===== config.mk =====
export PLATFORM = sky130hd
export DESIGN_NAME = lane_pattern_gen
export DESIGN_NICKNAME = d
export VERILOG_FILES = /design/src/source/lane_pkg.sv /design/src/source/lane_pattern_gen.sv
export VERILOG_INCLUDE_DIRS = /design/src /design/src/source
export SDC_FILE = /design/constraint.sdc
export NUM_CORES = 1
export LEC_CHECK = 0
export ABC_AREA = 1
export BUFFER_PORTS_ARGS = -buffer_cell sky130_fd_sc_hd__buf_2
export CAP_MARGIN = 20
export CORE_AREA = 3 3 40 42
export DETAILED_ROUTE_END_ITERATION = 16
export DIE_AREA = 0 0 43 45
export PLACE_DENSITY = 0.76
export SLEW_MARGIN = 10
export SYNTH_ARGS = -nofsm -noshare
export SYNTH_HDL_FRONTEND = slang
export SYNTH_SLANG_ARGS = --single-unit

===== constraint.sdc =====
create_clock -name tx_pclk -period 1.85 [get_ports tx_pclk]
set_clock_uncertainty 0.15 [all_clocks]
set_input_delay 0.185 -clock tx_pclk [delete_from_list [all_inputs] [get_ports tx_pclk]]
set_output_delay 0.185 -clock tx_pclk [all_outputs]
set_load 0.05 [all_outputs]

===== src/source/lane_params.svh =====
`ifndef LANE_PARAMS_SVH
`define LANE_PARAMS_SVH

// AXI4-Lite byte address width
`define LANE_AXI_AW 4

// symbols per comma slot, power of two
`define LANE_COMMA_PERIOD 16

// error and symbol counter width
`define LANE_CNT_W 16

`endif


===== src/source/lane_pkg.sv =====
`default_nettype none
`include "lane_params.svh"

package lane_pkg;

  typedef logic [7:0] byte_t;
  typedef logic [9:0] sym10_t;                 // abcdei fghj, a in bit 9
  typedef logic [`LANE_CNT_W-1:0] cnt_t;
  typedef enum logic {HUNT, LOCKED} mon_state_t;

  localparam logic [8:0] K28_5     = {1'b1, 8'hBC};   // {k, byte}
  localparam sym10_t     K28_5_RDM = 10'b0011111010;  // rd+ form is the complement

  // codes for negative running disparity
  localparam logic [5:0] ENC6 [32] = '{
    6'b100111, 6'b011101, 6'b101101, 6'b110001, 6'b110101, 6'b101001, 6'b011001, 6'b111000,
    6'b111001, 6'b100101, 6'b010101, 6'b110100, 6'b001101, 6'b101100, 6'b011100, 6'b010111,
    6'b011011, 6'b100011, 6'b010011, 6'b110010, 6'b001011, 6'b101010, 6'b011010, 6'b111010,
    6'b110011, 6'b100110, 6'b010110, 6'b110110, 6'b001110, 6'b101110, 6'b011110, 6'b101011
  };
  localparam logic [3:0] ENC4 [8] = '{
    4'b1011, 4'b1001, 4'b0101, 4'b1100, 4'b1101, 4'b1010, 4'b0110, 4'b1110
  };

endpackage

`default_nettype wire


===== src/source/lane_pattern_gen.sv =====
`timescale 1ns/1ps
`default_nettype none
`include "lane_params.svh"

module lane_pattern_gen (
  input  logic            tx_pclk,
  input  logic            arst_n,
  input  logic            enable,
  output lane_pkg::byte_t data,
  output logic            is_k,
  output logic            valid
);

  localparam lane_pkg::byte_t SLOT_MASK = lane_pkg::byte_t'(`LANE_COMMA_PERIOD - 1);

  lane_pkg::byte_t count;

  always_ff @(posedge tx_pclk or negedge arst_n) begin
    if (!arst_n) begin
      count <= '0;
      valid <= 1'b0;
    end else begin
      valid <= enable;
      if (enable) count <= count + 8'd1;   // holds while disabled
    end
  end

  always_ff @(posedge tx_pclk) begin
    if ((count & SLOT_MASK) == '0) {is_k, data} <= lane_pkg::K28_5;
    else {is_k, data} <= {1'b0, count};
  end

endmodule

`default_nettype wire


# Yosys cells after proc, flatten, opt, wreduce, memory -nomap -nowiden
# Cells that the tools add are included.
# word_totals
input_bits	3
elab_cells	7
reg_bits	18
output_inout_bits	10
# classes
addsub	1
muxes	1
n_reduce_logical	1
# op_table
op	n
$add 8x1->8 const B	1
$logic_not 8->1	1
$mux 1	1

# Logic depth before layout (Yosys ltp)
# depth
word_depth	2
depth_mapped	7
depth_no_buf	7

# Worst setup path before layout
# Ideal clock, no wire load.
# synth_timing
kind	flip-flop to flip-flop
from	reg count[0]
to	reg data[4]
stages_incl_launch_ff	6
path_slack_ns	0.621
setup_ns	0.120
path_buffers	0
t_required_ns	1.580
t_arrival_ns	0.959
period_less_slack_ns	1.229
cell_sequence	dfrtp_1 > inv_1 > ha_1 > nand2_1 > nor2_2 > or2_1
# synth_via
elab_chain_len	1
# synth_lines
element	line_no	rtl
start: declaration	lane_pattern_gen.sv:16	lane_pkg::byte_t count;
start signal: assignment	lane_pattern_gen.sv:24	if (enable) count <= count + 8'd1;
$logic_not 8->1	lane_pattern_gen.sv:29	if ((count & SLOT_MASK) == '0) {is_k, data} <= lane_pkg::K28_5;
end signal: assignment	lane_pattern_gen.sv:29	
end signal: assignment	lane_pattern_gen.sv:30	else {is_k, data} <= {1'b0, count};
end: declaration	lane_pattern_gen.sv:9	output lane_pkg::byte_t data,
# No other way between the ends.
# A chain may end at the register's enable or synchronous reset.

==> results.md <==
* Layout area overhead at 20.7%
* Violation count after the first detailed-route iteration at 7
* Count of buffers from port buffering at 12
* Fin crit period at 1330 ps
* Core region area at 1280 um^2
* Remaining global-route overflow at 0
* Maximum capacitance violations at 0
* Critical Path RT at 1900 ps
* CTS root buf: sky130_fd_sc_hd__clkbuf_4
* Post-detailed-placement half-perimeter wirelength at 727 um
* Via-to-Cell Ratio at 4.42
* Global-route wire length before repair at 1750 um
* Final Routed Wirelength at 1040 um
* Detailed-routed wire length on met2 at 445 um
* Endpoint kind of the worst setup timing path: flip-flop
* Initial antenna violation count at 0
* Diode insertion count for antenna repair at 0
* Most frequent cell on the critical path: sky130_fd_sc_hd__nand2_1
* # setup viols final at 0
* Outcome: completed
* Count of antenna-violating nets left after detailed routing at 0
* Metal3 WL at 63 um
* Layout cells sized above 1 at 23.9%
* Sort of element at the start of the critical path: input pin
* Post-CTS repair timing setup buffer count at 0
* Vias in the first global route at 418
* Mean Syn Cell Area at 9.33 um^2
* Filler cell count at 113
* Setup tns final at 0 ps
* Global Route Usage Sum at 12.6%
* Post-CTS sizing at 0
* Number of max-slew violations in the final report at 0
* Number of cells produced by synthesis at 70
* Number of buffers created by CTS at 3
* Largest buffer count on any clock path at 2
* Highest-delay cell along the critical path: sky130_fd_sc_hd__dlygate4sd3_1
* Initial standard-cell utilization of the core at 50.8%
* Maximum clock frequency at 0.750 GHz
* Post-Syn Area at 653 um^2
* Worst stage delay on the critical path at 530 ps
* Crit path max fanout at 6
* Routed length per placed instance at 10.1 um
* Distinct cell type count after synthesis at 12
* HP Class: input pin to async pin
* Routed via count at 455
* Die Y-Extent at 45 um
* Count of final hold-check violations at 0
* Startpoint of the worst-slack reg-to-reg timing path: count[0]
* Normalized max-slew margin at 83.5%
* Post-synthesis sequential element count at 18
* Pin count of the biggest net entering global routing at 11
* Period utilization at 72.0%
* Hold Buf Count CTS at 2
* Clock-pin slew on the worst setup and hold paths at 100 ps
* Top routing layer in use: met4
* Floorplan die area at 1940 um^2
* Gpl congestion at 0.794
* Unrepaired setup endpoints after global routing: false
* Horizontal die dimension at 43 um
* # IOs at 13
* Detailed-router iteration count before antenna repair at 4
* Number of sinks on the clock net at 18
* First element of the critical path: enable
* # H-tree levels at 1
* Crit Path Category: input pin to flip-flop
* Number of nets at the end of the flow at 94
* Most common library cell in the layout ignoring fill and taps: sky130_fd_sc_hd__nand2_1
* Number of remaining DRC errors at 0
* Synth Warn # at 0
* M1 wire length at 521 um
* Synth Net Count at 75
* Number of core rows at 13
* Fraction of the yosys area taken by sequential cells at 62.1%
* Most frequent cells in the layout: sky130_fd_sc_hd__nand2_1 (22), sky130_fd_sc_hd__buf_2 (12), sky130_fd_sc_hd__inv_1 (10)
* Crit path arrival time at 1380 ps
* Critical Path, Cell by Cell: dlygate4sd3_1 -> buf_2 -> nand2_1 -> nor2_2 -> nand3_1 -> nand2_1 -> inv_1
* Slew at the pin closest to its max-slew limit at 250 ps
* Clock tree from TritonCTS: done
* Clock Latency Late Sink at 290 ps
-- cells in the mapped netlist (all sizes together) --
cell type	instances	area share [%]
dfrtp	9	34
dfxtp	9	28
ha	2	3.8
inv	12	6.9
nand2	22	13
nand3	3	2.3
nor2	7	5.2
o21ai	1	0.77
or2	1	0.96
xor2	4	5.4
-- flip-flops by register name, summed over array words and instances (netlist names) --
register	flops
valid	1
is_k	1
data	8
count	8
-- per-layer routing --
layer  vias up  track usage [%]
li1        242                -
met1       198             15.3
met2        13             20.4
met3         2             3.59
met4         0             7.23
met5         -                0
-- metrics by stage --
stage               area [um^2]  cells  hold slack (ps)  setup slack, ps  utilization [%]
CTS                         788    103              108              546             61.3
global route                788    103              139              422             61.3
floorplan                   653     70             -261              621                -
global placement            732     97             -105              593             57.0
finish                      788    103              111              517             61.3
detailed placement          732     97             -105              560             57.0
-- worst max-delay path: cells and delay by family --
kind,cells,cell delay [ps]
and+or+nand+nor,4,450
buffers and inverters,3,730
-- cell families after synthesis --
group / synth area share (%)
AND/OR/NAND/NOR: 21.1
flip-flops: 62.1
buffers and inverters: 6.90
XOR/XNOR: 5.36
adder cells (fa/ha/maj): 3.83
AO/OA/AOI/OAI: 0.766
-- layout make-up --
type,count,area [um^2],area share [%]
sequential,18,405,51.4
multi-input combinational,40,203,25.7
timing repair buffer,14,80.1,10.2
inverter,12,45.0,5.71
clock buffer,4,36.3,4.60
tap,15,18.8,2.38
-- path summary, 6_finish.rpt --
check	end	slack (ps)	cells after the start
setup / recovery	count[5]	520	7
hold / removal	valid	110	2
setup reg to reg	data[4]	540	5
hold reg to reg	count[7]	330	2
max in group asynchronous	count[7]	1260	2
min in group tx_pclk	count[7]	330	2
Power is left out: the tool's default activity adds up to more than one toggle a clock period on the data nets, which glitch-free logic cannot reach.
