File: src/source/lane_params.svh
`ifndef LANE_PARAMS_SVH
`define LANE_PARAMS_SVH

// AXI4-Lite byte address width
`define LANE_AXI_AW 4

// symbols per comma slot, power of two
`define LANE_COMMA_PERIOD 16

// error and symbol counter width
`define LANE_CNT_W 16

`endif

File: src/source/lane_pkg.sv
`default_nettype none
`include "lane_params.svh"

package lane_pkg;

  typedef logic [7:0] byte_t;
  typedef logic [9:0] sym10_t;                 // abcdei fghj, a in bit 9
  typedef logic [`LANE_CNT_W-1:0] cnt_t;
  typedef enum logic {HUNT, LOCKED} mon_state_t;

  localparam logic [8:0] K28_5     = {1'b1, 8'hBC};   // {k, byte}
  localparam sym10_t     K28_5_RDM = 10'b0011111010;  // rd+ form is the complement

  // codes for negative running disparity
  localparam logic [5:0] ENC6 [32] = '{
    6'b100111, 6'b011101, 6'b101101, 6'b110001, 6'b110101, 6'b101001, 6'b011001, 6'b111000,
    6'b111001, 6'b100101, 6'b010101, 6'b110100, 6'b001101, 6'b101100, 6'b011100, 6'b010111,
    6'b011011, 6'b100011, 6'b010011, 6'b110010, 6'b001011, 6'b101010, 6'b011010, 6'b111010,
    6'b110011, 6'b100110, 6'b010110, 6'b110110, 6'b001110, 6'b101110, 6'b011110, 6'b101011
  };
  localparam logic [3:0] ENC4 [8] = '{
    4'b1011, 4'b1001, 4'b0101, 4'b1100, 4'b1101, 4'b1010, 4'b0110, 4'b1110
  };

endpackage

`default_nettype wire

File: src/source/lane_csr.sv
`timescale 1ns/1ps
`default_nettype none
`include "lane_params.svh"

module lane_csr (
  input  logic                    tx_pclk,
  input  logic                    arst_n,
  input  logic [`LANE_AXI_AW-1:0] awaddr,
  input  logic                    awvalid,
  output logic                    awready,
  input  logic [31:0]             wdata,
  input  logic [3:0]              wstrb,
  input  logic                    wvalid,
  output logic                    wready,
  output logic [1:0]              bresp,
  output logic                    bvalid,
  input  logic                    bready,
  input  logic [`LANE_AXI_AW-1:0] araddr,
  input  logic                    arvalid,
  output logic                    arready,
  output logic [31:0]             rdata,
  output logic [1:0]              rresp,
  output logic                    rvalid,
  input  logic                    rready,
  output logic                    enable,
  output logic                    inject,
  output logic                    clear,
  input  logic                    locked,
  input  lane_pkg::cnt_t          err_count,
  input  lane_pkg::cnt_t          sym_count
);

  localparam logic [`LANE_AXI_AW-1:0] ADDR_CTRL   = `LANE_AXI_AW'('h0);
  localparam logic [`LANE_AXI_AW-1:0] ADDR_STATUS = `LANE_AXI_AW'('h4);
  localparam logic [`LANE_AXI_AW-1:0] ADDR_ERR    = `LANE_AXI_AW'('h8);
  localparam logic [`LANE_AXI_AW-1:0] ADDR_SYM    = `LANE_AXI_AW'('hC);
  localparam logic [1:0] RESP_OKAY   = 2'b00;
  localparam logic [1:0] RESP_SLVERR = 2'b10;

  logic        wr_fire;
  logic        rd_fire;
  logic        wr_hit;
  logic        rd_hit;
  logic        ctrl_wr;
  logic [31:0] rd_mux;

  assign wr_fire = awvalid & wvalid & ~bvalid;   // both channels together
  assign rd_fire = arvalid & ~rvalid;
  assign awready = wr_fire;
  assign wready  = wr_fire;
  assign arready = rd_fire;

  assign wr_hit  = (awaddr == ADDR_CTRL) || (awaddr == ADDR_STATUS) ||
                   (awaddr == ADDR_ERR) || (awaddr == ADDR_SYM);
  assign ctrl_wr = wr_fire && (awaddr == ADDR_CTRL) && wstrb[0];

  always_comb begin
    rd_hit = 1'b1;
    case (araddr)
      ADDR_CTRL:   rd_mux = {31'b0, enable};     // inject, clear read 0
      ADDR_STATUS: rd_mux = {31'b0, locked};
      ADDR_ERR:    rd_mux = 32'(err_count);
      ADDR_SYM:    rd_mux = 32'(sym_count);
      default: begin
        rd_mux = '0;
        rd_hit = 1'b0;
      end
    endcase
  end

  always_ff @(posedge tx_pclk or negedge arst_n) begin
    if (!arst_n) begin
      enable <= 1'b0;
      inject <= 1'b0;
      clear  <= 1'b0;
      bvalid <= 1'b0;
      rvalid <= 1'b0;
    end else begin
      inject <= ctrl_wr & wdata[1];   // single cycle pulses
      clear  <= ctrl_wr & wdata[2];
      if (ctrl_wr) enable <= wdata[0];
      if (wr_fire) bvalid <= 1'b1;
      else if (bready) bvalid <= 1'b0;
      if (rd_fire) rvalid <= 1'b1;
      else if (rready) rvalid <= 1'b0;
    end
  end

  // response payload, held while waiting for ready
  always_ff @(posedge tx_pclk) begin
    if (wr_fire) bresp <= wr_hit ? RESP_OKAY : RESP_SLVERR;
    if (rd_fire) begin
      rdata <= rd_mux;
      rresp <= rd_hit ? RESP_OKAY : RESP_SLVERR;
    end
  end

endmodule

`default_nettype wire

File: config.mk
export PLATFORM = sky130hd
export DESIGN_NAME = lane_csr
export DESIGN_NICKNAME = d
export VERILOG_FILES = /design/src/source/lane_pkg.sv /design/src/source/lane_csr.sv
export VERILOG_INCLUDE_DIRS = /design/src /design/src/source
export SDC_FILE = /design/constraint.sdc
export NUM_CORES = 1
export LEC_CHECK = 0
export BUFFER_PORTS_ARGS = -buffer_cell sky130_fd_sc_hd__buf_2
export CORE_ASPECT_RATIO = 0.75
export CORE_MARGIN = 5
export CORE_UTILIZATION = 34
export DETAILED_ROUTE_END_ITERATION = 8
export PLACE_DENSITY_LB_ADDON = 0.15
export SYNTH_ARGS = -nofsm -noshare
export SYNTH_HDL_FRONTEND = slang
export SYNTH_SLANG_ARGS = --single-unit
File: constraint.sdc
create_clock -name tx_pclk -period 2.35 [get_ports tx_pclk]
set_clock_uncertainty 0.15 [all_clocks]
set_input_delay 0.235 -clock tx_pclk [delete_from_list [all_inputs] [get_ports tx_pclk]]
set_output_delay 0.235 -clock tx_pclk [all_outputs]
set_load 0.005 [all_outputs]
# Word-level counts from Yosys, hierarchy flattened
# Cells that the tools add are included.
word_totals:
  ram_bits: 0
  input_bits: 84
  reg_bits: 41
  latch_bits: 0
  memories: 0
  romBits: 0
op_classes:
  mux: 8
  add_sub_neg: 0
  div: 0
  bitwise: 7
  n_mul: 0
  eq_ne: 6
  shifts: 0
  order_cmp: 0
  n_reduce_logical: 10
ops:
  columns: ["operator", "n"]
  rows:
  - ["$pmux 16 s4", 1]
  - ["$eq 4x4->1 const B", 4]
  - ["$eq 4x3->1 const B", 2]
  - ["$logic_not 4->1", 2]
  - ["$and 1x1->1", 5]
  - ["$mux 1", 5]
  - ["$mux 2", 2]
  - ["$reduce_bool 2->1", 2]
  - ["$reduce_or 4->1", 1]
  - ["$logic_or 1x1->1", 3]
  - ["$logic_and 1x1->1", 2]
  - ["$not 1->1", 2]

# Depth between registers and ports, before layout
logic_depth:
  depth_word: 5
  mapped_depth: 4

# Worst setup path before layout
# Ideal clock, no wire load.
synth_path:
  path_type: "register to register"
  startpoint: "reg rvalid"
  endpoint: "reg rdata[0] (enable)"
  path_stages_with_launch: 2
  slack_ps: 534
  n_path_buf: 0
  required_ps: 1804
  period_less_slack_ps: 1816
  t_arrival_ps: 1270
  path_cell_list: "dfrtp_1 > nor2b_1"
synth_between:
  elab_chain_len: 2
synth_lines:
  columns: ["element", "line_no", "rtl"]
  rows:
  - ["start: declaration", "lane_csr.sv:23", "output logic rvalid,"]
  - ["start signal: assignment", "lane_csr.sv:77", "rvalid <= 1'b0;"]
  - ["start signal: assignment", "lane_csr.sv:84", "if (rd_fire) rvalid <= 1'b1;"]
  - ["start signal: assignment", "lane_csr.sv:85", "else if (rready) rvalid <= 1'b0;"]
  - ["$not 1->1", "lane_csr.sv:48", "assign rd_fire = arvalid & ~rvalid;"]
  - ["$and 1x1->1", "lane_csr.sv:48", null]
  - ["net arready", "lane_csr.sv:20", "output logic arready,"]
  - ["end signal: assignment", "lane_csr.sv:93", "rdata <= rd_mux;"]
  - ["end: declaration", "lane_csr.sv:21", "output logic [31:0] rdata,"]
# The timed path passes the listed nets, and every way through them passes these cells.
# A chain may end at the register's enable or synchronous reset.

# Final worst setup path
layout_path:
  startpoint: "reg rvalid"
  endpoint: "out arready"
layout_between:
  elab_chain_len: 2
layout_lines:
  columns: ["element", "line_no"]
  rows:
  - ["$not 1->1", "lane_csr.sv:48"]
  - ["$and 1x1->1", "lane_csr.sv:48"]
  - ["end: declaration", "lane_csr.sv:20"]
# No other way between the ends.

==> impl_metrics.prom <==
# TYPE chip_impl_metric gauge
chip_impl_metric{name="synth.cell_area",unit="um^2"} 1190
chip_impl_metric{name="first_global_vias",unit=""} 1010
chip_impl_metric{name="cp_num_buf_inv",unit=""} 1
chip_impl_metric{name="design.die.area",unit="um^2"} 4780
chip_impl_metric{name="setup-tns-final",unit="ns"} 0
chip_impl_metric{name="antenna_violations_before_repair",unit=""} 0
chip_impl_metric{name="routed_wirelength",unit="um"} 2870
chip_impl_metric{name="synth_seq_cells",unit=""} 23
chip_impl_metric{name="netlist-cell-type-count",unit=""} 21
chip_impl_metric{name="power.ir.vdd_worst",unit="mV"} 0.297
chip_impl_metric{name="netlist.area_leader.share",unit="%"} 45.6
chip_impl_metric{name="grt_usage",unit="%"} 12.2
chip_impl_metric{name="mux_contribution_to_synthesized_area",unit="%"} 15.5
chip_impl_metric{name="post_detailed_route_via_to_cell_ratio",unit=""} 4.23
chip_impl_info{name="synth_area_leader_cell",value="edfxtp_1"} 1
chip_impl_metric{name="critPathArrivalTime",unit="ns"} 1.33
chip_impl_metric{name="wire_length_of_the_first_global_routing_pass",unit="um"} 4440
chip_impl_metric{name="num_vias",unit=""} 909
chip_impl_metric{name="drt.antenna.violating_nets",unit=""} 0
chip_impl_info{name="criticalPathCategory",value="register to primary output"} 1
chip_impl_metric{name="coreArea",unit="um^2"} 3330
chip_impl_metric{name="place.gp.congestion",unit=""} 0.673
chip_impl_info{name="startpoint_type_of_the_worst_setup_path",value="register"} 1
chip_impl_metric{name="buffer_ports.inserted",unit=""} 77
chip_impl_metric{name="detail_route.iter0.violations",unit=""} 31
chip_impl_metric{name="cp_max_fo",unit=""} 9
chip_impl_metric{name="wl_per_cell",unit="um"} 13.3
chip_impl_info{name="worstPathCellList",value="nor2b_2 -> buf_2"} 1
chip_impl_metric{name="final_hold_viol_count",unit=""} 0
chip_impl_metric{name="clkPwrFrac",unit="%"} 28.0
chip_impl_metric{name="worst-endpoint-required",unit="ns"} 1.97
chip_impl_metric{name="cpPeakStageDelay",unit="ns"} 0.44
chip_impl_metric{name="chipHeight",unit="um"} 61.2
chip_impl_metric{name="period_needed",unit="ns"} 1.71
chip_impl_metric{name="floorplan.initialDensity",unit="%"} 35.6
chip_impl_metric{name="groute.layer.met2.usage",unit="%"} 21.6
chip_impl_metric{name="xor_xnor_share_of_the_synthesized_area",unit="%"} 0
chip_impl_info{name="worst_hold_check_path_type",value="input pin to register"} 1
chip_impl_info{name="worst_path_dominant_cell_family",value="simple AND/OR/NAND/NOR gates"} 1
chip_impl_info{name="combinational_family_with_the_most_area_after_synthesis",value="multiplexers"} 1
chip_impl_metric{name="cts_resized",unit=""} 0
chip_impl_metric{name="synthSimpleGateAreaFrac",unit="%"} 12.6
chip_impl_metric{name="gr-total-overflow",unit=""} 0
chip_impl_metric{name="io_pins",unit=""} 128
chip_impl_metric{name="p_int",unit="uW"} 670
chip_impl_metric{name="synth-compound-area-share",unit="%"} 0.844
chip_impl_metric{name="die_w",unit="um"} 78.2
chip_impl_metric{name="floorplan.rows",unit=""} 18
chip_impl_metric{name="max-cap-violations",unit=""} 0
chip_impl_metric{name="groute.layer.met1.usage",unit="%"} 13.6
chip_impl_metric{name="fraction_of_the_yosys_area_taken_by_sequential_cells",unit="%"} 56.1
chip_impl_metric{name="fin_crit_share",unit="%"} 72.8
chip_impl_metric{name="clk_latency",unit="ns"} 0.26
chip_impl_metric{name="place.detailed.hpwl",unit="um"} 2350
chip_impl_info{name="rsz0062_at_grt",value="false"} 1
chip_impl_metric{name="yosys_warnings",unit=""} 0
chip_impl_metric{name="setup_viol",unit=""} 0
chip_impl_metric{name="comb_power_share",unit="%"} 17.6
chip_impl_metric{name="power_frac_seq",unit="%"} 54.4
chip_impl_metric{name="num-fill-cells",unit=""} 323
chip_impl_metric{name="post_route_cells_drive_above_1_share",unit="%"} 49.7
chip_impl_metric{name="power_density",unit="nW/um^2"} 544
chip_impl_metric{name="max-clock-path-buffers",unit=""} 2
chip_impl_info{name="result_of_the_run",value="completed"} 1
chip_impl_info{name="tritoncts",value="done"} 1
chip_impl_metric{name="drt_pass1_iterations",unit=""} 4
chip_impl_metric{name="groute.layer.met3.usage",unit="%"} 6.73
chip_impl_metric{name="insertedDiodeCount",unit=""} 0
chip_impl_info{name="cts_root_buf",value="clkbuf_8"} 1
chip_impl_metric{name="worst_slew_pin_slew",unit="ns"} 0.528
chip_impl_metric{name="static-leakage-power",unit="uW"} 0.000840
chip_impl_metric{name="cts.sinks",unit=""} 23
chip_impl_metric{name="total_switching_power",unit="uW"} 209
chip_impl_metric{name="synth.avg_cell_area",unit="um^2"} 12.6
chip_impl_metric{name="achievable-frequency",unit="GHz"} 0.585
chip_impl_metric{name="post_synthesis_to_final_layout_area_growth",unit="%"} 36.2
chip_impl_metric{name="switching_power_as_a_share_of_total_power",unit="%"} 23.7
chip_impl_metric{name="post_synth_fa_ha_maj_area_fraction",unit="%"} 0
chip_impl_metric{name="finalMaxSlewViolations",unit=""} 0
chip_impl_info{name="yosys-top-cells-area",value="edfxtp_1, mux2i_1, buf_4"} 1
chip_impl_metric{name="ctsHtreeMaxLevel",unit=""} 1
chip_impl_metric{name="finish.net_count",unit=""} 260
chip_impl_info{name="end_kind",value="primary output"} 1
chip_impl_info{name="timing.critical_path.slowest_stage_cell",value="nor2b_2"} 1
chip_impl_metric{name="holdWs",unit="ns"} 0.0306
chip_impl_metric{name="timing.max_slew.rel_slack",unit="%"} 64.7
chip_impl_metric{name="clk_pin_slew_worst_paths",unit="ns"} 0.08
chip_impl_metric{name="cts_inserted_buffers",unit=""} 3
chip_impl_info{name="grt_busiest_layer",value="met2"} 1
chip_impl_metric{name="cts_setup_buffers",unit=""} 0
chip_impl_metric{name="grt_start_max_net_pins",unit=""} 16
chip_impl_metric{name="post_synthesis_cell_count",unit=""} 94
chip_impl_metric{name="drc",unit=""} 0
==> layer usage <==
metal / wire length, um / vias to the layer above
met1: 1080 / 410
met4: 9 / 0
met5: 0 / -
met2: 1390 / 54
li1: - / 443
met3: 384 / 2
==> worst register-to-register path: stages (launching register included) <==
cell and delay (ns):
dfrtp_1 0.41, nor2b_2 0.44, buf_4 0.29
==> per-stage QoR <==
step	util [%]	total power [uW]	cells	setup slack [ns]	cell area, um^2
floorplan	-	577	111	0.534	1250
global placement	46.2	636	208	0.788	1540
detailed placement	46.2	642	208	0.737	1540
CTS	48.5	894	215	0.595	1620
global route	48.5	930	215	0.532	1620
finish	48.5	879	215	0.639	1620
==> synth_stat cells (all sizes together) <==
cell	instances
a21oi	1
or2	1
dfrtp	5
nand2b	1
mux2	1
mux4	1
conb	1
mux2i	15
edfxtp	18
nand3b	1
nor2	17
inv	3
o21ai	1
nor2b	1
buf	21
clkbuf	1
nand2	1
nor4	1
and2	3
==> final timing paths <==
check                            to  slack, ns     start  cells after the start
max                         arready       0.64    rvalid                      2
min                          inject       0.03  wdata[1]                      2
max reg2reg                rdata[9]       0.77    rvalid                      2
min reg2reg                  rvalid       0.37    rvalid                      1
max in group asynchronous    rvalid       1.75    arst_n                      2
min in group asynchronous    inject       0.16    arst_n                      2
==> power by group through the flow <==
stage | logic (uW) | clock network [uW] | registers, uW
finish | 155 | 246 | 479
global route | 175 | 272 | 482
CTS | 158 | 257 | 479
detailed placement | 153 | 0 | 488
global placement | 149 | 0 | 487
floorplan | 85.3 | 0 | 492
==> final cells by class <==
| type | count | area [um^2] | area share [%] |
|---|---|---|---|
| multi-input cells | 63 | 413 | 25.6 |
| inverters | 3 | 11.3 | 0.697 |
| repair buffers | 82 | 430 | 26.6 |
| flip-flops and latches | 23 | 666 | 41.2 |
| clock buffers | 4 | 45.0 | 2.79 |
| well taps | 40 | 50.0 | 3.10 |
==> layout by cell type (no fill, tap or decap), types with 2 or more instances in the layout <==
cell,count
buf_2,77
conb_1,18
edfxtp_1,18
nor2_1,17
mux2i_1,15
dfrtp_1,5
and2_1,3
inv_1,3
clkbuf_8,3
dlygate4sd3_1,3
buf_4,2
==> flip-flops by register name, indices dropped and copies added, names as in the netlist <==
| register | count |
|---|---|
| bresp | 1 |
| rdata | 16 |
| bvalid | 1 |
| inject | 1 |
| enable | 1 |
| rresp | 1 |
| rvalid | 1 |
| clear | 1 |
==> what timing repair did <==
item,in CTS,in global routing
setup endpoints to repair,0,0
hold buffers,3,0
endpoints found under the hold margin,7,0
==> cell families after synthesis <==
| family | count (synthesis) |
|---|---|
| muxes | 17 |
| other | 1 |
| AOI/OAI and AO/OA | 2 |
| and+or+nand+nor | 26 |
| buffers and inverters | 25 |
| DFF | 23 |
No activity file was read; power rests on OpenSTA's default activity.
