===== config.mk =====
export PLATFORM = sky130hd
export DESIGN_NAME = lane_monitor
export DESIGN_NICKNAME = d
export VERILOG_FILES = /design/src/source/lane_pkg.sv /design/src/source/lane_monitor.sv
export VERILOG_INCLUDE_DIRS = /design/src /design/src/source
export SDC_FILE = /design/constraint.sdc
export NUM_CORES = 1
export LEC_CHECK = 0
export ABC_AREA = 1
export BUFFER_PORTS_ARGS = -buffer_cell sky130_fd_sc_hd__buf_2
export CAP_MARGIN = 40
export CORE_AREA = 5 5 71 98
export DETAILED_ROUTE_END_ITERATION = 10
export DIE_AREA = 0 0 76 103
export PLACE_DENSITY = 0.7
export SYNTH_ARGS = -nofsm -noshare
export SYNTH_HDL_FRONTEND = slang
export SYNTH_SLANG_ARGS = --single-unit

===== constraint.sdc =====
create_clock -name tx_pclk -period 5 [get_ports tx_pclk]
set_input_delay 0.75 -clock tx_pclk [delete_from_list [all_inputs] [get_ports tx_pclk]]
set_output_delay 0.75 -clock tx_pclk [all_outputs]
set_load 0.005 [all_outputs]

===== src/source/lane_params.svh =====
`ifndef LANE_PARAMS_SVH
`define LANE_PARAMS_SVH

// AXI4-Lite byte address width
`define LANE_AXI_AW 4

// symbols per comma slot, power of two
`define LANE_COMMA_PERIOD 16

// error and symbol counter width
`define LANE_CNT_W 16

`endif


===== src/source/lane_pkg.sv =====
`default_nettype none
`include "lane_params.svh"

package lane_pkg;

  typedef logic [7:0] byte_t;
  typedef logic [9:0] sym10_t;                 // abcdei fghj, a in bit 9
  typedef logic [`LANE_CNT_W-1:0] cnt_t;
  typedef enum logic {HUNT, LOCKED} mon_state_t;

  localparam logic [8:0] K28_5     = {1'b1, 8'hBC};   // {k, byte}
  localparam sym10_t     K28_5_RDM = 10'b0011111010;  // rd+ form is the complement

  // codes for negative running disparity
  localparam logic [5:0] ENC6 [32] = '{
    6'b100111, 6'b011101, 6'b101101, 6'b110001, 6'b110101, 6'b101001, 6'b011001, 6'b111000,
    6'b111001, 6'b100101, 6'b010101, 6'b110100, 6'b001101, 6'b101100, 6'b011100, 6'b010111,
    6'b011011, 6'b100011, 6'b010011, 6'b110010, 6'b001011, 6'b101010, 6'b011010, 6'b111010,
    6'b110011, 6'b100110, 6'b010110, 6'b110110, 6'b001110, 6'b101110, 6'b011110, 6'b101011
  };
  localparam logic [3:0] ENC4 [8] = '{
    4'b1011, 4'b1001, 4'b0101, 4'b1100, 4'b1101, 4'b1010, 4'b0110, 4'b1110
  };

endpackage

`default_nettype wire


===== src/source/lane_monitor.sv =====
`timescale 1ns/1ps
`default_nettype none

module lane_monitor (
  input  logic            tx_pclk,
  input  logic            arst_n,
  input  lane_pkg::byte_t data,
  input  logic            is_k,
  input  logic            code_err,
  input  logic            disp_err,
  input  logic            valid,
  input  logic            clear,
  output logic            locked,
  output lane_pkg::cnt_t  err_count,
  output lane_pkg::cnt_t  sym_count
);

  lane_pkg::mon_state_t state;
  lane_pkg::byte_t      exp_byte;
  logic                 seeded;   // expected value is live
  logic                 bad;
  logic                 err_inc;
  logic                 sym_inc;

  assign locked  = (state == lane_pkg::LOCKED);
  assign bad     = code_err | disp_err;
  assign err_inc = valid && locked && (bad || (!is_k && seeded && data != exp_byte));
  assign sym_inc = valid && locked && !bad && !is_k && (!seeded || data == exp_byte);

  always_ff @(posedge tx_pclk or negedge arst_n) begin
    if (!arst_n) begin
      state     <= lane_pkg::HUNT;
      seeded    <= 1'b0;
      err_count <= '0;
      sym_count <= '0;
    end else begin
      if (valid && !locked && is_k && !bad) begin
        state  <= lane_pkg::LOCKED;
        seeded <= 1'b0;
      end else if (valid && locked && bad) state <= lane_pkg::HUNT;
      else if (valid && locked && !is_k) seeded <= 1'b1;
      if (clear) err_count <= '0;
      else if (err_inc && err_count != '1) err_count <= err_count + 1'b1;   // saturate
      if (clear) sym_count <= '0;
      else if (sym_inc && sym_count != '1) sym_count <= sym_count + 1'b1;
    end
  end

  // advances every symbol, commas included
  always_ff @(posedge tx_pclk) begin
    if (valid && locked && !bad) exp_byte <= (!is_k && !seeded) ? data + 8'd1 : exp_byte + 8'd1;
  end

endmodule

`default_nettype wire


After elaboration in Yosys (flattened, before gate mapping)
Cells that the tools add are included.
- flip-flop bits (word level): 42
- input port bits: 15
- output and inout port bits: 33
- word-level logic and storage cells: 51
- $add $sub $neg: 4
- eq/ne operators: 5
- multiplexer cells: 10
- bitwise gates (word level): 1
- reduce and logical (&&, ||, !) cells: 26
- operators by type and width (cell ; count):
    two-way mux 16 bit ; 4
    adder 16 x 1 -> 16 bit, second input constant ; 2
    inequality test 16 bit, second input constant ; 2
    adder 8 x 1 -> 8 bit, second input constant ; 2
    logical AND 1 bit ; 15
    == test 8 bit ; 1
    two-way mux 8 bit ; 1
    inequality test 8 bit ; 1
    nonzero test 2 bit ; 4
    two-way mux 1 bit ; 5
    logical NOT 1 bit ; 4
    logical OR 1 bit ; 2
    inequality test 2 bit, second input constant ; 1
    AND reduction 2 bit ; 1
    bitwise OR 1 bit ; 1

Longest topological paths before layout
Gate-level depths: netlist (run 1).
- depth in word-level cells: 8
- depth in mapped cells: 12
- gate-level depth less buffers: 11

Worst setup path after synthesis (run 1)
OpenSTA, ideal clock, no wires.
- path kind: input to register
- from: input is_k
- to: register exp_byte[6] (data pin)
- setup time: 260 ps
- arrival: 1862 ps
- required time: 4740 ps
- slack: 2878 ps
- cell stages on the path: 9
- buffers on the path: 1
- cell sequence: nor2_2 > buf_6 > o21a_1 > inv_1 > ha_1 > and3_1 > nand2_1 > nor2_1 > xor2_1
- cells in the longest elaborated chain, start to end: 3
- ends and longest elaborated chain (item ; RTL line ; RTL):
    from (decl) ; lane_monitor.sv:8 ; input logic is_k,
    logical NOT 1 bit ; lane_monitor.sv:51 ; if (valid && locked && !bad) exp_byte <= (!is_k && !seeded) ? data + 8'd1 : exp_byte + 8'd1;
    logical AND 1 bit ; lane_monitor.sv:51 ;
    two-way mux 8 bit ; lane_monitor.sv:51 ;
    to (signal assigned) ; lane_monitor.sv:51 ;
    to (decl) ; lane_monitor.sv:19 ; lane_pkg::byte_t exp_byte;
Every way passes these cells.
A chain may end at the register's enable or synchronous reset.

Worst setup path after layout (run 1)
- from: register err_count[0]
- to: register err_count[0]
- cells in the longest elaborated chain, start to end: 3
- elaborated cells between the ends (all ways): 6
- those cells by class: add/sub (1); eq/ne (1); mux (2); reduce/logical (2)
- ends and longest elaborated chain (item ; RTL line ; RTL):
    from (decl) ; lane_monitor.sv:14 ; output lane_pkg::cnt_t err_count,
    from (signal assigned) ; lane_monitor.sv:43 ; else if (err_inc && err_count != '1) err_count <= err_count + 1'b1;
    adder 16 x 1 -> 16 bit or inequality test 16 bit (tied branches) ; lane_monitor.sv:43 ;
    two-way mux 16 bit or logical AND 1 bit (tied branches) ; lane_monitor.sv:43 ;
    two-way mux 16 bit or nonzero test 2 bit (tied branches) ; - ;
Several ways; a longest one is shown, not always the timed one. The select of a mux whose other input is x is not followed.

==> results.py, run 1 <==
metrics = {
    "critical_path": {
        "slowest_delay_ns": 0.59,
        "endpoint_kind": "register",
        "worst-path-max-fanout": 17,
        "startpoint_type": "register",
        "crit_type": "reg -> reg",
        "ff2ff_path_depth": 9,
        "r2r_slack_ns": 2.77,
        "r2r_start": "err_count[0]",
        "arrival_ns": 2.42,
        "cp_slowest_cell": "nor2_2",
        "r2r-end": "err_count[0]",
        "crit_required_ns": 5.19,
        "cp_cell_sequence": "ha_1 -> nand2_1 -> nor2_1 -> nand4_1 -> nor2_1 -> nor2_2 -> nand2_4 -> nand3_1 -> nand2_1",
    },
    "finish": {
        "fin_cells": 510,
        "drive_gt1_frac": 0.1575,
        "area_delta_synth_final_pct": 12.51,
        "diodes": 0,
        "fill_cells": 617,
        "design_area_um2": 3229,
        "multi_input_area_um2": 1564,
        "final_nets": 455,
        "register_area_um2": 1091,
    },
    "clock_network": {
        "postCtsHoldBufs": 0,
        "htree_levels": 2,
        "postCtsResizedCells": 0,
        "cts_tree": "yes",
        "clk_path_buf_depth": 2,
        "path_clk_slew_ns": 0.09,
        "cts_root_buf": "clkbuf_8",
        "cts_buffers": 5,
        "clk_latency_ns": 0.30,
        "post_cts_buffers": 0,
        "clock_sinks": 42,
    },
    "sta": {
        "hold_viol": 0,
        "maxSlewHeadroom": 0.4708,
        "rsz0062_at_grt": "no",
        "fin_skew_ns": 0.01545,
        "finalMaxSlewViolations": 0,
        "fmax_mhz": 448.7,
        "worst_pin_slew_ns": 0.7937,
        "finalCriticalPeriod_ns": 2.229,
        "setup-tns-final_ns": 0,
        "setup_viol": 0,
        "fin_crit_sh": 0.4458,
    },
    "synth": {
        "synth_common_cells": "119 x nand2_1, 51 x nor2_1, 49 x nand3_1",
        "netlist_top_cells_area": "dfrtp_1 30%, nand2_1 16%, nand3_1 8.5%, edfxtp_1 8.4%, xor2_1 7.0%",
        "synthMuxAreaShare": 0.003923,
        "ys_ff_latch": 42,
        "synth_edf_count": 8,
        "ys_seq_area_frac": 0.3801,
        "synth_simple_gate_area_frac": 0.4089,
        "synth.distinct_cells": 31,
        "syn_avg_cell_area_um2": 7.266,
        "yosys.area_share.xor_xnor": 0.09459,
        "yosysMostFrequentCell": "nand2_1",
        "synth_compound_area_frac": 0.02441,
        "synth_largest_area_cell": "dfrtp_1",
        "synth_area_um2": 2870,
        "synth.top_cell.area_share": 0.2964,
        "syn-num-nets": 413,
        "synth-main-ff-cell": "dfrtp_1",
        "ys_async_sr_fraction": 0.8095,
        "synth_adder_area_share": 0.01308,
        "syn_inst": 395,
        "synth_top_family_by_area": "simple AND/OR/NAND/NOR gates",
        "yosys_warnings": 0,
    },
    "status": {
        "run_status": "finished clean",
    },
    "global_routing": {
        "grt_max_degree": 40,
        "grt_usage": 0.1801,
        "antenna_found_initial": 0,
        "gr-total-overflow": 0,
        "grt_pass1_wl_mm": 11.68,
        "grt_pass1_vias": 2677,
    },
    "pwr": {
        "switching_power_mw": 0.1950,
        "sequentialPowerShare": 0.503,
        "p_per_area_nw_per_um2": 227.9,
        "swShare": 0.2650,
        "p_comb_frac": 0.132,
        "p_int_mw": 0.5408,
        "vdd_ir_drop_max_v": 0.0001372,
        "p_clk_frac": 0.365,
        "p_leak_nw": 1.650,
    },
    "floorplan": {
        "fp.dieW_um": 76,
        "die_y_um": 103,
        "start_util": 0.4718,
        "pin_count": 48,
        "die_area_um2": 7828,
        "core-area_um2": 6083,
        "rows": 34,
    },
    "route": {
        "ant_nets": 0,
        "post-route-drc-count": 0,
        "post_drt_via_cell_ratio": 5.249,
        "wl_per_cell_um": 13.03,
        "vias": 2677,
        "wl_mm": 6.643,
        "drt-pass1-iter-count": 4,
        "drtIter0Drc": 129,
    },
    "hold_path": {
        "min_path_type": "in -> async",
    },
    "run": {
        "cap_viol_max_count": 0,
    },
    "placement": {
        "place_congestion": 0.8328,
        "dpl-instance-area_um2": 3123,
        "io_buffers": 47,
        "hpwl_mm": 4.755,
        "dp_cells": 502,
    },
}
==> cell type report <==
| cell class | count | share of cell area |
|---|---|---|
| repair buffers | 48 | 0.07516 |
| inverters | 36 | 0.04184 |
| well taps | 72 | 0.02790 |
| multi-input cells | 304 | 0.4843 |
| flip-flops and latches | 42 | 0.3379 |
| clock buffers | 7 | 0.02363 |
| clock inverters | 1 | 0.009299 |
==> power groups by stage <==
stage	Combinational [mW]	Sequential (mW)	Clock, mW
after floorplan	0.0698	0.376	0
after global placement	0.0958	0.377	0
after detailed placement	0.0972	0.377	0
after CTS	0.0986	0.370	0.280
after global routing	0.112	0.372	0.296
final	0.0972	0.370	0.269
==> worst max path at each step <==
| stage | depth (start not counted) | from | to | slack (ns) |
|---|---|---|---|---|
| final | 9 | err_count[0] | err_count[0] | 2.77 |
| after floorplan | 9 | is_k | exp_byte[6] | 2.88 |
| after global placement | 9 | is_k | exp_byte[6] | 2.58 |
| after CTS | 9 | err_count[0] | err_count[2] | 2.77 |
| after detailed placement | 9 | is_k | exp_byte[6] | 2.54 |
| after global routing | 9 | err_count[0] | err_count[9] | 2.55 |
==> state kept, by name, indices dropped and copies added, names as in the netlist <==
| signal | cells |
|---|---|
| locked | 1 |
| sym_count | 16 |
| err_count | 16 |
| exp_byte | 8 |
| seeded | 1 |
==> logic make-up (layout without fill, tap and decap cells) <==
kind of cell	after synthesis	after routing
AND/OR/NAND/NOR	257	257
flip-flops	42	42
adder cells (fa/ha/maj)	3	3
multiplexers	1	1
buffers and inverters	49	92
XOR/XNOR	31	31
AO/OA/AOI/OAI	12	12
==> per-layer routing <==
layer,global-route usage,share of wire,routed length (um),vias up
met5,0,0,0,-
met2,0.3371,0.55,3642,47
met3,0.03846,0.039,256,13
li1,-,-,-,1354
met1,0.1999,0.39,2613,1263
met4,0.06575,0.020,131,0
==> through the flow <==
step	total power, mW	hold slack, ns	utilization	worst slack (ns)
floorplan	0.4455	0.4544	-	2.878
global placement	0.4726	0.5300	0.5134	2.583
detailed placement	0.4740	0.5360	0.5134	2.540
CTS	0.7479	0.5515	0.5309	2.770
global route	0.7797	0.5869	0.5309	2.554
finish	0.7358	0.5266	0.5309	2.771
==> critical path, delay by kind of cell, from the launching register on <==
family,cells,cell delay (ns)
flip-flops,1,0.44
adder cells (fa/ha/maj),1,0.25
AND/OR/NAND/NOR,8,1.43
==> cell usage in the layout, fill, tap and decap left out, drive strengths merged <==
cell,count
o21a,1
nand4,18
nand3,53
nor3,4
buf,48
xor2,23
nor2,57
bufinv,1
inv,36
edfxtp,8
mux2,1
nand3b,1
xnor2,8
nor3b,1
and3,1
clkbuf,7
nand2,122
ha,3
o21ai,6
o21bai,3
a21oi,2
dfrtp,34
No activity file was read; power rests on OpenSTA's default activity.
==> inputs of run 2 (changes only) <==
- clock period: 5 -> 2.11 ns (I/O delays scaled with it)
==> results.py, run 2 (synthesis results as in run 1) <==
metrics = {
    "status": {
        "run_status": "finished clean",
    },
    "global_routing": {
        "grt_pass1_wl_mm": 11.12,
        "grt_usage": 0.1730,
        "grt_pass1_vias": 2560,
        "gr-total-overflow": 0,
        "grt_max_degree": 35,
        "antenna_found_initial": 0,
    },
    "sta": {
        "fin_crit_sh": 0.8880,
        "finalCriticalPeriod_ns": 1.874,
        "maxSlewHeadroom": 0.4809,
        "hold_viol": 0,
        "setup_viol": 0,
        "rsz0062_at_grt": "no",
        "setup-tns-final_ns": 0,
        "finalMaxSlewViolations": 0,
        "fmax_mhz": 533.7,
        "worst_slack_ns": 0.2364,
        "worst_pin_slew_ns": 0.7786,
        "fin_skew_ns": 0.009787,
    },
    "critical_path": {
        "crit_type": "reg -> reg",
        "crit_required_ns": 2.29,
        "ff2ff_path_depth": 10,
        "slowest_delay_ns": 0.44,
        "arrival_ns": 2.05,
        "r2r_start": "sym_count[0]",
        "r2r-end": "sym_count[12]",
        "startpoint_type": "register",
        "worst-path-max-fanout": 16,
        "r2r_slack_ns": 0.24,
        "cp_cell_sequence": "ha_1 -> nand3_4 -> nor2_4 -> nand2_2 -> nor2_4 -> nand3_2 -> nand3_4 -> nand2_4 -> nand2_1 -> nand2_1",
        "endpoint_kind": "register",
        "cp_slowest_cell": "dfrtp_1",
    },
    "placement": {
        "place_congestion": 0.8889,
        "io_buffers": 47,
        "pre_cts_slack_ns": 0.1059,
        "hpwl_mm": 4.972,
    },
    "clock_network": {
        "post_cts_buffers": 0,
        "clock_sinks": 42,
        "cts_buffers": 5,
        "path_clk_slew_ns": 0.08,
        "cts_root_buf": "clkbuf_8",
        "clk_latency_ns": 0.29,
        "htree_levels": 2,
        "clk_path_buf_depth": 2,
        "postCtsHoldBufs": 0,
        "cts_tree": "yes",
        "postCtsResizedCells": 0,
    },
    "pwr": {
        "switching_power_mw": 0.4595,
        "p_comb_frac": 0.138,
        "p_leak_nw": 1.707,
        "sequentialPowerShare": 0.501,
        "p_int_mw": 1.291,
        "p_per_area_nw_per_um2": 527.8,
        "p_clk_frac": 0.361,
        "vdd_ir_drop_max_v": 0.0002857,
        "swShare": 0.2625,
    },
    "finish": {
        "drive_gt1_frac": 0.1782,
        "final_nets": 466,
        "area_delta_synth_final_pct": 15.56,
        "fin_util": 0.5452,
        "layout_commonest_cell": "nand2_1",
        "diodes": 0,
        "final_cell_mix": "119 x nand2_1, 51 x nor2_1, 49 x nand3_1, 47 x buf_2, 36 x inv_1",
        "layout_top_registers": "err_count x16, sym_count x16, exp_byte x8",
    },
    "run": {
        "cap_viol_max_count": 0,
    },
    "route": {
        "drt-pass1-iter-count": 4,
        "post_drt_via_cell_ratio": 5.167,
        "post-route-drc-count": 0,
        "vias": 2692,
        "wl_per_cell_um": 12.86,
        "drtIter0Drc": 131,
        "ant_nets": 0,
        "wl_mm": 6.700,
    },
    "floorplan": {
        "die_area_um2": 7828,
        "fp.dieW_um": 76,
        "core-area_um2": 6083,
        "start_util": 0.4718,
        "die_y_um": 103,
        "pin_count": 48,
        "rows": 34,
    },
    "hold_path": {
        "min_path_type": "in -> async",
    },
}
-- run 2: changes by cell type in the layout (fill, tap and decap cells not counted) --
cell,before,now
buf_4,1,12
nor2_2,4,3
nor2_4,2,3
-- run 2: worst max-delay path, delay by kind of cell, from the launching register on --
kind,cells,cell delay [ns]
fa+ha+maj,1,0.29
simple gates,9,1.03
flops,1,0.44
-- run 2: final cells by class --
class	count	area, um^2
fillers	615	2766
clock inverters	1	30.03
multi-input cells	304	1569
inverters	36	135.1
well taps	72	90.09
clock buffers	7	76.32
flip-flops and latches	42	1091
repair buffers	59	325.3
-- run 2: power groups by stage --
stage	clock network, mW	registers [mW]	logic (mW)
floorplan	0	0.890	0.166
global placement	0	0.892	0.238
detailed placement	0	0.893	0.244
CTS	0.651	0.877	0.244
global route	0.692	0.880	0.276
finish	0.632	0.877	0.241
-- run 2: worst max-delay path by stage --
stage               endpoint  cells past startpoint          from  slack (ns)
3_3_place_gp    err_count[8]                      9  err_count[0]        0.16
5_1_grt          exp_byte[6]                      9        seeded        0.05
6_report       sym_count[12]                     10  sym_count[0]        0.24
3_5_place_dp   err_count[15]                      9  err_count[0]        0.11
2_1_floorplan    exp_byte[6]                      9        seeded        0.35
4_1_cts        err_count[15]                      9  err_count[0]        0.08
-- run 2: metrics by stage --
stage	hold slack, ns	total power [mW]	cells	cell area, um^2
final	0.09046	1.751	521	3317
after global routing	0.1504	1.848	521	3317
after CTS	0.1149	1.772	521	3312
after detailed placement	0.4431	1.137	513	3206
after global placement	0.4430	1.130	513	3206
after floorplan	0.02091	1.056	395	2870
-- run 2: metal layers --
metal,wire length (um),GRT usage
met4,88,0.05479
met3,226,0.03584
met2,3680,0.3391
met1,2706,0.1834
met5,0,0
==> inputs of run 3 (changes only) <==
- PLACE_DENSITY: 0.7 -> 0.72
==> results.py, run 3 (synthesis results as in run 1) <==
metrics = {
    "floorplan": {
        "start_util": 0.4718,
        "die_y_um": 103,
        "pin_count": 48,
        "rows": 34,
        "core-area_um2": 6083,
        "die_area_um2": 7828,
        "fp.dieW_um": 76,
    },
    "clock_network": {
        "cts_tree": "yes",
        "htree_levels": 2,
        "clk_path_buf_depth": 2,
        "cts_root_buf": "clkbuf_8",
        "postCtsResizedCells": 0,
        "cts_buffers": 5,
        "post_cts_buffers": 0,
        "postCtsHoldBufs": 0,
        "clk_latency_ns": 0.30,
        "clock_sinks": 42,
        "path_clk_slew_ns": 0.08,
    },
    "global_routing": {
        "grt_max_degree": 40,
        "gr-total-overflow": 0,
        "grt_usage": 0.1802,
        "grt_pass1_vias": 2632,
        "grt_pass1_wl_mm": 11.65,
        "antenna_found_initial": 0,
    },
    "placement": {
        "place_congestion": 0.8666,
        "hpwl_mm": 4.999,
        "dpl-instance-area_um2": 3218,
        "io_buffers": 47,
    },
    "sta": {
        "setup-tns-final_ns": 0,
        "fin_crit_sh": 0.8850,
        "hold_viol": 0,
        "rsz0062_at_grt": "no",
        "fin_skew_ns": 0.006677,
        "maxSlewHeadroom": 0.4718,
        "finalCriticalPeriod_ns": 1.867,
        "setup_viol": 0,
        "hold_slack_ns": 0.09208,
        "worst_pin_slew_ns": 0.7923,
        "fmax_mhz": 535.5,
        "finalMaxSlewViolations": 0,
    },
    "critical_path": {
        "crit_buf_inv": 0,
        "startpoint_type": "register",
        "worst-path-max-fanout": 16,
        "crit_required_ns": 2.30,
        "slowest_delay_ns": 0.45,
        "cp_slowest_cell": "dfrtp_1",
        "endpoint_kind": "register",
        "path_delay_family": "simple AND/OR/NAND/NOR gates",
        "cp_cell_sequence": "ha_1 -> nand3_4 -> nor2_4 -> nand2_2 -> nor2_4 -> nand3_2 -> nand3_4 -> nand2_4 -> nand2_1 -> nand2_1",
        "arrival_ns": 2.06,
        "crit_type": "reg -> reg",
    },
    "finish": {
        "final_nets": 466,
        "diodes": 0,
        "design_area_um2": 3334,
        "layout_commonest_cell": "nand2_1",
        "area_delta_synth_final_pct": 16.17,
        "final_cell_mix": "119 x nand2_1, 51 x nor2_1, 49 x nand3_1, 47 x buf_2, 36 x inv_1",
        "fin_util": 0.5481,
        "drive_gt1_frac": 0.1782,
        "fill_cells": 599,
        "layout_top_registers": "err_count x16, sym_count x16, exp_byte x8",
    },
    "pwr": {
        "p_leak_nw": 1.713,
        "p_per_area_nw_per_um2": 530.2,
        "vdd_ir_drop_max_v": 0.0003096,
    },
    "route": {
        "ant_nets": 0,
        "vias": 2732,
        "wl_mm": 6.743,
        "post-route-drc-count": 0,
        "drtIter0Drc": 187,
        "wl_per_cell_um": 12.94,
        "drt-pass1-iter-count": 4,
        "post_drt_via_cell_ratio": 5.244,
    },
    "status": {
        "run_status": "finished clean",
    },
    "hold_path": {
        "min_path_type": "in -> async",
    },
    "run": {
        "cap_viol_max_count": 0,
    },
}
[run 3: changes by cell type in the layout (fill, tap and decap cells not counted)]
cell	change
buf_12	+1
buf_4	-1
nor2_2	-1
nor2_4	+1
[run 3: area by class of cell]
cell class              count  area [um^2]  share of cell area
clock buffers               7        76.32             0.02289
clock inverters             1        30.03            0.009006
inverters                  36        135.1             0.04053
multi-input cells         304         1574              0.4720
flip-flops and latches     42         1091              0.3272
well taps                  72        90.09             0.02702
repair buffers             59        337.8              0.1013
[run 3: routing by layer]
layer	up-vias	track usage	share of wire
li1	1372	-	-
met1	1271	0.2048	0.40
met2	71	0.3232	0.52
met3	18	0.03759	0.051
met4	0	0.08493	0.026
met5	-	0	0
[run 3: worst reg2reg max path, stage by stage, from the launching register on]
cell and delay (ns):
dfrtp_1 0.45, ha_1 0.29, nand3_4 0.11, nor2_4 0.13, nand2_2 0.08, nor2_4 0.11
nand3_2 0.10, nand3_4 0.18, nand2_4 0.15, nand2_1 0.11, nand2_1 0.05
[run 3: path summary, 6_finish.rpt]
check                               from            end  slack (ns)  cells past startpoint
max                         sym_count[0]   sym_count[8]        0.24                     10
min                               arst_n  err_count[11]        0.09                      1
max reg2reg                 sym_count[0]   sym_count[8]        0.24                     10
min reg2reg                err_count[15]  err_count[15]        0.57                      2
max in group asynchronous         arst_n  sym_count[10]        1.51                      1
min in group tx_pclk               valid         locked        0.23                      2
[run 3: power breakdown]
group | internal (mW) | leakage, nW | switching, mW | total [mW]
Combinational | 0.0876 | 1.12 | 0.160 | 0.247
Sequential | 0.852 | 0.542 | 0.0267 | 0.878
Clock | 0.355 | 0.0524 | 0.287 | 0.642
Total | 1.29 | 1.71 | 0.474 | 1.77
[run 3: through the flow]
stage | cells | total power, mW | setup WS, ns
2_1_floorplan | 395 | 1.056 | 0.3461
3_3_place_gp | 513 | 1.134 | 0.1148
3_5_place_dp | 513 | 1.142 | 0.08103
4_1_cts | 521 | 1.783 | 0.08880
5_1_grt | 521 | 1.860 | 0.05417
6_report | 521 | 1.768 | 0.2427
